--- src/comp_pkg.sv ---
package comp_pkg;

    //////////////////////////////
    // bus and noc geometry
    //////////////////////////////
    localparam int wb_addr_w = 8;
    localparam int wb_data_w = 32;

    localparam int soc_size_x = 1;   // coordinate widths
    localparam int soc_size_y = 1;
    localparam int local_w    = 3;

    localparam int noc_x     = 0;    // own node
    localparam int noc_y     = 0;
    localparam int noc_local = 0;

    localparam int buffer_size  = 4;
    localparam int buffer_idx_w = 2;

    localparam int noc_data_w = 56;
    localparam int noc_bus_w  = 66;

    //////////////////////////////
    // register map
    //////////////////////////////
    localparam logic space_ctrl = 1'b0;
    localparam logic space_buf  = 1'b1;

    localparam logic [6:0] reg_cmd              = 7'd0;
    localparam logic [6:0] reg_cmd_result       = 7'd1;
    localparam logic [6:0] reg_cmd_idle         = 7'd2;
    localparam logic [6:0] reg_info_x           = 7'd5;
    localparam logic [6:0] reg_info_y           = 7'd6;
    localparam logic [6:0] reg_info_local       = 7'd7;
    localparam logic [6:0] reg_info_buffer_size = 7'd8;

    localparam logic [3:0] breg_phy_x       = 4'd0;
    localparam logic [3:0] breg_phy_y       = 4'd1;
    localparam logic [3:0] breg_phy_local   = 4'd2;
    localparam logic [3:0] breg_msg_type    = 4'd3;  // tx on write, rx on read
    localparam logic [3:0] breg_instance_id = 4'd4;
    localparam logic [3:0] breg_type_id     = 4'd5;
    localparam logic [3:0] breg_data        = 4'd6;  // tx on write, rx on read
    localparam logic [3:0] breg_tx          = 4'd7;
    localparam logic [3:0] breg_rx          = 4'd8;

    localparam logic [wb_data_w-1:0] cmd_result_err = '1;

    localparam logic [2:0] msg_call      = 3'd0;
    localparam logic [2:0] msg_resp      = 3'd1;
    localparam logic [2:0] msg_call_data = 3'd2;
    localparam logic [2:0] msg_resp_data = 3'd3;
    localparam logic [2:0] msg_error     = 3'd4;

    //////////////////////////////
    // types
    //////////////////////////////
    typedef struct packed {
        logic [soc_size_x-1:0] x;
        logic [soc_size_y-1:0] y;
        logic [local_w-1:0]    loc;
    } noc_node_t;

    typedef struct packed {
        logic [7:0]  type_id;
        logic [7:0]  instance_id;
        logic [7:0]  msg_type;
        logic [31:0] payload;
    } noc_msg_t;

    typedef struct packed {
        noc_node_t src;
        noc_node_t dst;
        noc_msg_t  msg;
    } noc_flit_t;

    typedef struct packed {
        noc_node_t             dst;       // proxy node
        logic [2:0]            msg_type;
        logic [7:0]            instance_id;
        logic [7:0]            type_id;
        logic [wb_data_w-1:0]  data;
    } buf_cfg_t;

    typedef buf_cfg_t [buffer_size-1:0] buf_cfg_arr_t;

    typedef struct packed {
        logic [2:0]           msg_type;
        logic [wb_data_w-1:0] data;
    } buf_rx_t;

    typedef buf_rx_t [buffer_size-1:0] buf_rx_arr_t;

    // bit 7 picks control or buffer space
    typedef union packed {
        struct packed {
            logic       space;
            logic [6:0] ctrl_sel;
        } ctrl;
        struct packed {
            logic       space;
            logic [3:0] breg;
            logic [2:0] buf_sel;
        } bufr;
    } wb_addr_u;

endpackage
--- src/comp_manager.sv ---
`timescale 1ns/1ps

module comp_manager (
    input  logic                           clk_i,
    input  logic                           rst_i,
    input  logic                           wb_cyc_i,
    input  logic                           wb_stb_i,
    input  logic [comp_pkg::wb_addr_w-1:0] wb_adr_i,
    input  logic [3:0]                     wb_sel_i,
    input  logic                           wb_we_i,
    input  logic [comp_pkg::wb_data_w-1:0] wb_dat_i,
    output logic [comp_pkg::wb_data_w-1:0] wb_dat_o,
    output logic                           wb_ack_o,
    output comp_pkg::noc_flit_t            noc_din_o,
    output logic                           noc_wr_o,
    output logic                           noc_rd_o,
    input  comp_pkg::noc_flit_t            noc_dout_i,
    input  logic                           noc_wait_i,
    input  logic                           noc_nd_i
);
    import comp_pkg::*;

    buf_cfg_arr_t           buf_cfg;
    buf_rx_arr_t            rx_buf;
    logic [buffer_size-1:0] alloc_used;
    logic [buffer_size-1:0] tx_req;
    logic [buffer_size-1:0] tx_busy;
    logic [buffer_size-1:0] rx_ack;
    logic [buffer_size-1:0] rx_valid;

    comp_regs u_regs (
        .clk_i        (clk_i),
        .rst_i        (rst_i),
        .wb_cyc_i     (wb_cyc_i),
        .wb_stb_i     (wb_stb_i),
        .wb_adr_i     (wb_adr_i),
        .wb_sel_i     (wb_sel_i),
        .wb_we_i      (wb_we_i),
        .wb_dat_i     (wb_dat_i),
        .wb_dat_o     (wb_dat_o),
        .wb_ack_o     (wb_ack_o),
        .buf_cfg_o    (buf_cfg),
        .alloc_used_o (alloc_used),
        .tx_req_o     (tx_req),
        .rx_ack_o     (rx_ack),
        .tx_busy_i    (tx_busy),
        .rx_valid_i   (rx_valid),
        .rx_buf_i     (rx_buf)
    );

    noc_tx u_tx (
        .clk_i      (clk_i),
        .rst_i      (rst_i),
        .buf_cfg_i  (buf_cfg),
        .tx_req_i   (tx_req),
        .tx_busy_o  (tx_busy),
        .noc_wait_i (noc_wait_i),
        .noc_wr_o   (noc_wr_o),
        .noc_din_o  (noc_din_o)
    );

    noc_rx u_rx (
        .clk_i        (clk_i),
        .rst_i        (rst_i),
        .buf_cfg_i    (buf_cfg),
        .alloc_used_i (alloc_used),
        .rx_ack_i     (rx_ack),
        .rx_valid_o   (rx_valid),
        .rx_buf_o     (rx_buf),
        .noc_dout_i   (noc_dout_i),
        .noc_nd_i     (noc_nd_i),
        .noc_rd_o     (noc_rd_o)
    );

endmodule

--- src/noc_rx.sv ---
`timescale 1ns/1ps

module noc_rx (
    input  logic                             clk_i,
    input  logic                             rst_i,
    input  comp_pkg::buf_cfg_arr_t           buf_cfg_i,
    input  logic [comp_pkg::buffer_size-1:0] alloc_used_i,
    input  logic [comp_pkg::buffer_size-1:0] rx_ack_i,
    output logic [comp_pkg::buffer_size-1:0] rx_valid_o,
    output comp_pkg::buf_rx_arr_t            rx_buf_o,
    input  comp_pkg::noc_flit_t              noc_dout_i,
    input  logic                             noc_nd_i,
    output logic                             noc_rd_o
);
    import comp_pkg::*;

    typedef enum logic [1:0] {
        rx_settle,  // one idle cycle after each pop
        rx_idle,
        rx_scan,
        rx_hold
    } rx_state_t;

    rx_state_t               state;
    logic [buffer_idx_w-1:0] idx;
    logic                    match;
    logic                    slot_free;
    logic                    store;

    // allocated buffer with the same ids as the flit
    assign match = alloc_used_i[idx]
                && buf_cfg_i[idx].instance_id == noc_dout_i.msg.instance_id
                && buf_cfg_i[idx].type_id == noc_dout_i.msg.type_id;

    assign slot_free = ~rx_valid_o[idx] | rx_ack_i[idx];
    assign store     = (state == rx_hold) && slot_free;

    always_ff @(posedge clk_i) begin
        if (rst_i) begin
            state      <= rx_settle;
            idx        <= '0;
            rx_valid_o <= '0;
            noc_rd_o   <= 1'b1;  // flush whatever sits at the port
        end else begin
            noc_rd_o   <= 1'b0;
            rx_valid_o <= rx_valid_o & ~rx_ack_i;
            case (state)
                rx_settle: state <= rx_idle;
                rx_idle: begin
                    if (noc_nd_i) begin
                        state <= rx_scan;
                    end
                end
                rx_scan: begin
                    if (match) begin
                        state <= rx_hold;
                    end else if (idx == buffer_idx_w'(buffer_size - 1)) begin
                        idx      <= '0;  // no owner, drop it
                        noc_rd_o <= 1'b1;
                        state    <= rx_settle;
                    end else begin
                        idx <= idx + 1'b1;
                    end
                end
                rx_hold: begin
                    if (slot_free) begin
                        rx_valid_o[idx] <= 1'b1;
                        idx             <= '0;
                        noc_rd_o        <= 1'b1;
                        state           <= rx_settle;
                    end
                end
                default: state <= rx_settle;
            endcase
        end
    end

    always_ff @(posedge clk_i) begin
        if (store) begin
            rx_buf_o[idx].msg_type <= noc_dout_i.msg.msg_type[2:0];
            rx_buf_o[idx].data     <= noc_dout_i.msg.payload;
        end
    end

endmodule

--- src/noc_tx.sv ---
`timescale 1ns/1ps

module noc_tx (
    input  logic                             clk_i,
    input  logic                             rst_i,
    input  comp_pkg::buf_cfg_arr_t           buf_cfg_i,
    input  logic [comp_pkg::buffer_size-1:0] tx_req_i,
    output logic [comp_pkg::buffer_size-1:0] tx_busy_o,
    input  logic                             noc_wait_i,
    output logic                             noc_wr_o,
    output comp_pkg::noc_flit_t              noc_din_o
);
    import comp_pkg::*;

    typedef enum logic [1:0] {
        tx_search,
        tx_load,
        tx_send
    } tx_state_t;

    tx_state_t               state;
    logic                    hit;
    logic [buffer_idx_w-1:0] found_idx;
    logic [buffer_idx_w-1:0] sel_idx;
    noc_flit_t               flit;

    assign noc_din_o = flit;

    lowest_set_bit u_busy_search (
        .vec_i (tx_busy_o),
        .hit_o (hit),
        .idx_o (found_idx)
    );

    always_ff @(posedge clk_i) begin
        if (rst_i) begin
            state     <= tx_search;
            tx_busy_o <= '0;
            sel_idx   <= '0;
            noc_wr_o  <= 1'b0;
        end else begin
            noc_wr_o  <= 1'b0;
            tx_busy_o <= tx_busy_o | tx_req_i;
            case (state)
                tx_search: begin
                    if (hit) begin
                        sel_idx <= found_idx;
                        state   <= tx_load;
                    end
                end
                tx_load: begin
                    tx_busy_o[sel_idx] <= 1'b0;  // buffer may be rewritten now
                    state              <= tx_send;
                end
                tx_send: begin
                    if (!noc_wait_i) begin
                        noc_wr_o <= 1'b1;
                        state    <= tx_search;
                    end
                end
                default: state <= tx_search;
            endcase
        end
    end

    // flit is held from load until the write pulse
    always_ff @(posedge clk_i) begin
        if (state == tx_load) begin
            flit.src.x           <= soc_size_x'(noc_x);
            flit.src.y           <= soc_size_y'(noc_y);
            flit.src.loc         <= local_w'(noc_local);
            flit.dst             <= buf_cfg_i[sel_idx].dst;
            flit.msg.type_id     <= buf_cfg_i[sel_idx].type_id;
            flit.msg.instance_id <= buf_cfg_i[sel_idx].instance_id;
            flit.msg.msg_type    <= 8'(buf_cfg_i[sel_idx].msg_type);
            flit.msg.payload     <= buf_cfg_i[sel_idx].data;
        end
    end

endmodule

--- src/comp_regs.sv ---
`timescale 1ns/1ps

module comp_regs (
    input  logic                            clk_i,
    input  logic                            rst_i,
    input  logic                            wb_cyc_i,
    input  logic                            wb_stb_i,
    input  comp_pkg::wb_addr_u              wb_adr_i,
    input  logic [3:0]                      wb_sel_i,
    input  logic                            wb_we_i,
    input  logic [comp_pkg::wb_data_w-1:0]  wb_dat_i,
    output logic [comp_pkg::wb_data_w-1:0]  wb_dat_o,
    output logic                            wb_ack_o,
    output comp_pkg::buf_cfg_arr_t          buf_cfg_o,
    output logic [comp_pkg::buffer_size-1:0] alloc_used_o,
    output logic [comp_pkg::buffer_size-1:0] tx_req_o,
    output logic [comp_pkg::buffer_size-1:0] rx_ack_o,
    input  logic [comp_pkg::buffer_size-1:0] tx_busy_i,
    input  logic [comp_pkg::buffer_size-1:0] rx_valid_i,
    input  comp_pkg::buf_rx_arr_t           rx_buf_i
);
    import comp_pkg::*;

    logic [buffer_size-1:0]  alloc_free;
    logic [wb_data_w-1:0]    cmd_result;
    buf_cfg_arr_t            cfg;
    logic                    free_hit;
    logic [buffer_idx_w-1:0] free_idx;
    logic                    accept;
    logic                    is_ctrl;
    logic                    buf_ok;
    logic [buffer_idx_w-1:0] bidx;
    logic [wb_data_w-1:0]    rd_data;

    assign accept  = wb_cyc_i & wb_stb_i & ~wb_ack_o;
    assign is_ctrl = (wb_adr_i.ctrl.space == space_ctrl);
    assign buf_ok  = (wb_adr_i.bufr.buf_sel < buffer_size);  // upper slots unmapped
    assign bidx    = wb_adr_i.bufr.buf_sel[buffer_idx_w-1:0];

    assign buf_cfg_o    = cfg;
    assign alloc_used_o = ~alloc_free;

    lowest_set_bit u_free_search (
        .vec_i (alloc_free),
        .hit_o (free_hit),
        .idx_o (free_idx)
    );

    //////////////////////////////
    // read mux
    //////////////////////////////
    always_comb begin
        rd_data = '0;
        if (is_ctrl) begin
            case (wb_adr_i.ctrl.ctrl_sel)
                reg_cmd_result:       rd_data = cmd_result;
                reg_cmd_idle:         rd_data = wb_data_w'(1);  // allocation is single cycle
                reg_info_x:           rd_data = wb_data_w'(noc_x);
                reg_info_y:           rd_data = wb_data_w'(noc_y);
                reg_info_local:       rd_data = wb_data_w'(noc_local);
                reg_info_buffer_size: rd_data = wb_data_w'(buffer_size);
                default:              rd_data = '0;
            endcase
        end else if (buf_ok) begin
            case (wb_adr_i.bufr.breg)
                breg_phy_x:       rd_data = wb_data_w'(cfg[bidx].dst.x);
                breg_phy_y:       rd_data = wb_data_w'(cfg[bidx].dst.y);
                breg_phy_local:   rd_data = wb_data_w'(cfg[bidx].dst.loc);
                breg_msg_type:    rd_data = wb_data_w'(rx_buf_i[bidx].msg_type);
                breg_instance_id: rd_data = wb_data_w'(cfg[bidx].instance_id);
                breg_type_id:     rd_data = wb_data_w'(cfg[bidx].type_id);
                breg_data:        rd_data = rx_buf_i[bidx].data;
                breg_tx:          rd_data = wb_data_w'(tx_busy_i[bidx]);
                breg_rx:          rd_data = wb_data_w'(rx_valid_i[bidx]);
                default:          rd_data = '0;
            endcase
        end
    end

    //////////////////////////////
    // buffer configuration
    //////////////////////////////
    always_ff @(posedge clk_i) begin
        if (accept && wb_we_i && !is_ctrl && buf_ok) begin
            case (wb_adr_i.bufr.breg)
                breg_phy_x:       cfg[bidx].dst.x       <= wb_dat_i[soc_size_x-1:0];
                breg_phy_y:       cfg[bidx].dst.y       <= wb_dat_i[soc_size_y-1:0];
                breg_phy_local:   cfg[bidx].dst.loc     <= wb_dat_i[local_w-1:0];
                breg_msg_type:    cfg[bidx].msg_type    <= wb_dat_i[2:0];
                breg_instance_id: cfg[bidx].instance_id <= wb_dat_i[7:0];
                breg_type_id:     cfg[bidx].type_id     <= wb_dat_i[7:0];
                breg_data:        cfg[bidx].data        <= wb_dat_i;
                default: ;
            endcase
        end
    end

    //////////////////////////////
    // bus handshake and commands
    //////////////////////////////
    always_ff @(posedge clk_i) begin
        if (rst_i) begin
            wb_ack_o   <= 1'b0;
            wb_dat_o   <= '0;
            tx_req_o   <= '0;
            rx_ack_o   <= '0;
            alloc_free <= '1;
            cmd_result <= '0;
        end else begin
            wb_ack_o <= accept;
            tx_req_o <= '0;  // strobes last one cycle
            rx_ack_o <= '0;
            if (accept) begin
                wb_dat_o <= rd_data;
                if (wb_we_i && is_ctrl && wb_adr_i.ctrl.ctrl_sel == reg_cmd) begin
                    if (free_hit) begin
                        alloc_free[free_idx] <= 1'b0;
                        cmd_result           <= wb_data_w'(free_idx);
                    end else begin
                        cmd_result <= cmd_result_err;
                    end
                end
                if (wb_we_i && !is_ctrl && buf_ok) begin
                    // a pending send refuses a new request
                    if (wb_adr_i.bufr.breg == breg_tx && !tx_busy_i[bidx]) begin
                        tx_req_o[bidx] <= wb_dat_i[0];
                    end
                    if (wb_adr_i.bufr.breg == breg_rx && rx_valid_i[bidx]) begin
                        rx_ack_o[bidx] <= ~wb_dat_i[0];  // writing 0 frees the slot
                    end
                end
            end
        end
    end

endmodule

--- src/lowest_set_bit.sv ---
`timescale 1ns/1ps

module lowest_set_bit (
    input  logic [comp_pkg::buffer_size-1:0]  vec_i,
    output logic                              hit_o,
    output logic [comp_pkg::buffer_idx_w-1:0] idx_o
);
    import comp_pkg::*;

    // walk down so the lowest set bit wins
    always_comb begin
        hit_o = |vec_i;
        idx_o = '0;
        for (int i = buffer_size - 1; i >= 0; i--) begin
            if (vec_i[i]) begin
                idx_o = i[buffer_idx_w-1:0];
            end
        end
    end

endmodule

--- config.mk ---
export PLATFORM = sky130hd
export DESIGN_NAME = comp_manager
export DESIGN_NICKNAME = d
export VERILOG_FILES = /design/src/comp_pkg.sv /design/src/comp_manager.sv /design/src/noc_rx.sv /design/src/noc_tx.sv /design/src/comp_regs.sv /design/src/lowest_set_bit.sv
export SDC_FILE = /design/constraint.sdc
export NUM_CORES = 1
export LEC_CHECK = 0
export BUFFER_PORTS_ARGS = -buffer_cell sky130_fd_sc_hd__clkbuf_2
export CAP_MARGIN = 20
export CORE_ASPECT_RATIO = 1.5
export CORE_MARGIN = 4
export CORE_UTILIZATION = 40
export CTS_BUF_LIST = sky130_fd_sc_hd__clkbuf_2
export DETAILED_ROUTE_END_ITERATION = 16
export GPL_TIMING_DRIVEN = 1
export SLEW_MARGIN = 10
export SYNTH_ARGS = -nofsm -noshare
export SYNTH_HDL_FRONTEND = slang
export SYNTH_SLANG_ARGS = --single-unit
--- constraint.sdc ---
create_clock -name clk_i -period 36.4 [get_ports clk_i]
set_input_delay 1.82 -clock clk_i [delete_from_list [all_inputs] [get_ports clk_i]]
set_output_delay 1.82 -clock clk_i [all_outputs]
set_load 0.01 [all_outputs]
* Word-level counts from Yosys, hierarchy flattened
Cells that the tools add are included.
** Storage, ports and cells
- Register bits after elaboration :: 515
- Output and inout bits :: 101
** Cells by class
- $add $sub $neg :: 1
- $lt $le $gt $ge :: 9
- Equal/unequal tests :: 25
- Mux-type cells :: 86
- Bitwise logic cells :: 23
- Reduce and logical (&&, ||, !) cells :: 35
** Operator list (number)
- $bwmux W224 :: 7
- $pmux W224 S7 :: 1
- $demux W56 S2 :: 7
- $bmux W56 S2 :: 3
- $pmux W32 S9 :: 1
- $bwmux W140 :: 2
- $mux W56 :: 3
- $mux W32 :: 5
- $demux W35 S2 :: 2
- $mux W48 :: 2
- $pmux W32 S3 :: 1
- $bmux W35 S2 :: 1
- $mux W35 :: 2
- $mux W55 :: 1
- $mux W54 :: 1
- $mux W51 :: 1
- $mux W40 :: 1
- $mux W2 :: 16
- $and A4 B4 Y4 :: 5
- $eq A4 B3 Y1 const B :: 4
- $eq A8 B8 Y1 :: 2
- $logic_and A1 B1 Y1 :: 16
- $not A4 Y4 :: 4
- $reduce_or A4 Y1 :: 4
- other kinds (36) :: 87

* Logic depth before layout (Yosys ltp)
- Depth after elaboration :: 10
- Mapped depth :: 8
- Depth with buffers taken out :: 6

* Modules after synthesis
Synthesis repeated with hierarchy kept, for this count alone.
** Second synthesis, totals
- Cells, all modules :: 1481
- Area total of the unflattened synthesis :: 22434.0 um^2
** By module, submodules not included
- comp_regs :: times used 1, cells each 916, area an instance 12721.0 um^2, seq. area each 7687.4 um^2
- noc_rx :: times used 1, cells each 381, area an instance 6129.6 um^2, seq. area each 4384.2 um^2
- noc_tx :: times used 1, cells each 170, area an instance 3513.4 um^2, seq. area each 1861.8 um^2
- lowest_set_bit :: times used 2, cells each 7, area an instance 35.0 um^2, seq. area each 0.0 um^2

* Worst setup path before layout
OpenSTA, ideal clock, no wires.
- Kind :: input to register
- From :: input wb_adr_i[3] in the netlist's numbering
- To :: register u_regs.cfg (netlist bit u_regs.buf_cfg_o[0]), enable pin
- Library setup time :: 0.805 ns
- Arrival time :: 12.035 ns
- Path slack :: 23.560 ns
- Cell stages on the path :: 6
- Path through :: buf_1 -> a31o_2 -> or2_1 -> and2_1 -> clkbuf_1 -> nor2_1
** On the way
- Longest elaborated chain between the ends :: 3
** Ends and longest elaborated chain
- start: declaration :: RTL line comp_manager.sv:8 : input logic [comp_pkg::wb_addr_w-1:0] wb_adr_i,
- $eq A4 B1 Y1, or another cell as far along :: RTL line comp_regs.sv:85 : case (wb_adr_i.bufr.breg)
- $reduce_bool A7 Y1 (no source line) *
- $reduce_and A2 Y1 (no source line) *
- end: declaration :: RTL line comp_regs.sv:26 : buf_cfg_arr_t cfg;
Mark *: on every way between the ends. The rest lies on a longest branch, timed or not.
A chain may end at the register's enable or synchronous reset.

* Final worst setup path
- From :: input wb_adr_i[5] in the netlist's numbering
- To :: register u_regs.cfg (netlist bit u_regs.buf_cfg_o[114]), enable pin
The elaborated chain is that of the path after synthesis.

==> results.sh <==
export IMPL_multi_input_area_sq_um=7970
export IMPL_hold_depth=2
export IMPL_async_reset_ff_share_pct=0
export IMPL_path_clk_slew_ns=0.11
export IMPL_fmax_mhz=223
export IMPL_power_density_nw_per_um2=42.0
export IMPL_synthTopCellsByArea="edfxtp_1, mux4_2, a22o_1"
export IMPL_dieWidth_microns=201
export IMPL_routabilityCongestion=0.835
export IMPL_crit_arrival_ns=5.18
export IMPL_area_delta_synth_final_pct=12.3
export IMPL_grt_pass1_vias=15500
export IMPL_regArea_sq_um=13900
export IMPL_ctsHtreeMaxLevel=3
export IMPL_setup_violations=0
export IMPL_drc=0
export IMPL_grt_max_degree=78
export IMPL_final_cells=2534
export IMPL_wl_per_cell_microns=24.4
export IMPL_worstSetupPathType="in -> reg"
export IMPL_drtIter0Drc=1002
export IMPL_max_slew_margin_pct=26.4
export IMPL_rsz0062_at_grt="false"
export IMPL_cts_path_max_buffers=3
export IMPL_rows=106
export IMPL_yosysWarnings=0
export IMPL_design_die_area_sq_um=59900
export IMPL_synth_seq_cells=486
export IMPL_min_to="u_tx.tx_busy_o[1]"
export IMPL_reg2reg_slack_ns=32.55
export IMPL_synth_cell_types=65
export IMPL_yosysMostFrequentCell="edfxtp_1"
export IMPL_yosysTopAreaCell="edfxtp_1"
export IMPL_place_inst=2313
export IMPL_insertion_delay_ns=1.12
export IMPL_synth_seq_area_share_pct=62.2
export IMPL_ant_nets=0
export IMPL_p_leak_uw=0.00921
export IMPL_num_vias=14700
export IMPL_hp_class="reg -> reg"
export IMPL_cts_hold_buf=0
export IMPL_initial_core_util_pct=40.3
export IMPL_boundaryPins=218
export IMPL_status="finished, final reports clean"
export IMPL_dominantRegCellSynth="edfxtp_1"
export IMPL_die_h_microns=298
export IMPL_syn_avg_cell_area_sq_um=14.9
export IMPL_synth_area_sq_um=22400
export IMPL_timing_rr_start="u_regs.wb_ack_o"
export IMPL_finalClockSkew_ns=0.0801
export IMPL_cts_tree="done"
export IMPL_coreArea_sq_um=55600
export IMPL_cts_sinks=486
export IMPL_io_buffers=188
export IMPL_post_cts_resized=0
export IMPL_crit_fanout=77
export IMPL_synthTopCellsByCount="edfxtp_1, a22o_1, and2_1"
export IMPL_irDropWorstVdd_uv=25.0
export IMPL_post_cts_buffers=0
export IMPL_dr_pass1_iters=9
export IMPL_drive_gt1_share_pct=30.4
export IMPL_grt_pass1_wl_mm=94.1
export IMPL_grt_usage_pct=20.2
export IMPL_end_kind="flip-flop"
export IMPL_critPathLaunchType="primary input"
export IMPL_setup_tns_ns=0
export IMPL_max_cap_viol_count=0
export IMPL_cts_root_buffer="clkbuf_2"
export IMPL_hp_start="u_regs.tx_req_o[1]"
export IMPL_fin_crit_sh_pct=12.3
export IMPL_drv_slew=0
export IMPL_num_nets_final=1850
export IMPL_required_ns=37.09
export IMPL_antenna_found_initial=12
export IMPL_synth_top_area_share_pct=56.3
export IMPL_totalWireLength_mm=61.8
export IMPL_r2r_cells=7
export IMPL_tightest_slew_ns=1.10
export IMPL_fillCellCount=5034
export IMPL_dpl_hpwl_mm=37.9
export IMPL_syn_instance_count=1503
export IMPL_finalCriticalPeriod_ns=4.48
export IMPL_rr_endpoint="u_regs.buf_cfg_o[114]"
export IMPL_grt_overflow=0
export IMPL_numCtsBuffers=114
export IMPL_synth_enable_flop_cells=420
export IMPL_via_per_inst=5.79
export IMPL_hold_viol=0
power by group:
| group | switching [uW] | internal [uW] |
|---|---|---|
| Clock | 220 | 151 |
| Combinational | 48.0 | 30.0 |
| Sequential | 2.37 | 606 |
| Total | 270 | 787 |
metal layers:
layer	wire length, microns	track usage [%]	vias up
met4	1950	8.50	6
met3	4520	5.06	129
met5	43	0	-
met1	23600	24.2	7423
li1	-	-	6494
met2	31700	34.9	621
critical path, stage by stage:
cell and delay (ns):
clkbuf_2 0.25, nor2_1 0.47, nand2_1 0.35, and2_1 0.35, nor2_4 0.12, buf_4 0.82
buf_4 0.92
how the worst max path moves through the flow:
stage / from / to / slack (ns) / depth (start not counted)
floorplan: wb_adr_i[3] / u_regs.buf_cfg_o[0] / 23.56 / 6
global placement: wb_adr_i[5] / u_regs.buf_cfg_o[154] / 30.99 / 7
detailed placement: wb_cyc_i / u_regs.buf_cfg_o[154] / 30.88 / 9
CTS: wb_cyc_i / u_regs.buf_cfg_o[114] / 32.12 / 9
global route: wb_adr_i[5] / u_regs.buf_cfg_o[114] / 31.80 / 7
finish: wb_adr_i[5] / u_regs.buf_cfg_o[114] / 31.92 / 7
state kept, by name, summed over array words and instances, names as in the netlist:
name and count:
u_regs.wb_ack_o 1, u_regs.rx_ack_o 4, u_rx.rx_valid_o 4, u_tx.noc_wr_o 1
u_rx.state 2, u_regs.cmd_result 3, u_rx.noc_rd_o 1, u_tx.tx_busy_o 4
u_regs.buf_cfg_o 224, u_tx.state 2, u_rx.idx 2, u_regs.wb_dat_o 32
u_tx.noc_din_o 56, u_regs.alloc_free 4, u_tx.sel_idx 2, u_rx.rx_buf_o 140
u_regs.tx_req_o 4
cells in the final DEF, fill, tap and decap left out, drive strengths merged, types with 12 or more instances in the layout:
cell type    n
edfxtp     420
clkbuf     365
a22o       217
and2       136
mux4       122
nor2       108
dfxtp       66
a21oi       49
nand2       41
nor3        37
buf         33
clkinv      26
mux2i       25
o21ai       25
nor2b       12
nand3       12
inv         12
cell families (layout without fill, tap and decap cells):
family,Yosys count,in the layout,synth area share (%)
flops,486,486,62.2
simple gates,383,383,9.03
other cells,1,19,0.0167
xor+xnor,16,16,0.626
mux,151,151,13.6
fa+ha+maj,4,4,0.224
buf+inv,128,439,2.51
compound gates,334,334,11.7
final cells by class:
cell class | count | share of cell area [%]
Clock inverter | 31 | 0.801
Antenna cell | 9 | 0.0896
Inverter | 10 | 0.149
Tap cell | 702 | 3.49
Sequential cell | 486 | 55.4
Multi-Input combinational cell | 898 | 31.7
Clock buffer | 179 | 3.56
Timing Repair Buffer | 219 | 4.81
stage by stage:
| stage | utilization [%] | hold WS, ns | power [uW] | instance area [sq um] | worst slack, ns |
|---|---|---|---|---|---|
| after floorplan | - | 0.432 | 670 | 22400 | 23.56 |
| after detailed placement | 43.2 | 0.460 | 699 | 24000 | 30.88 |
| final | 45.3 | 0.469 | 1060 | 25100 | 31.92 |
| after global routing | 45.2 | 0.504 | 1110 | 25100 | 31.80 |
| after CTS | 45.1 | 0.471 | 1070 | 25100 | 32.12 |
| after global placement | 43.2 | 0.464 | 697 | 24000 | 30.99 |
Power figures use the tool's default switching activity.
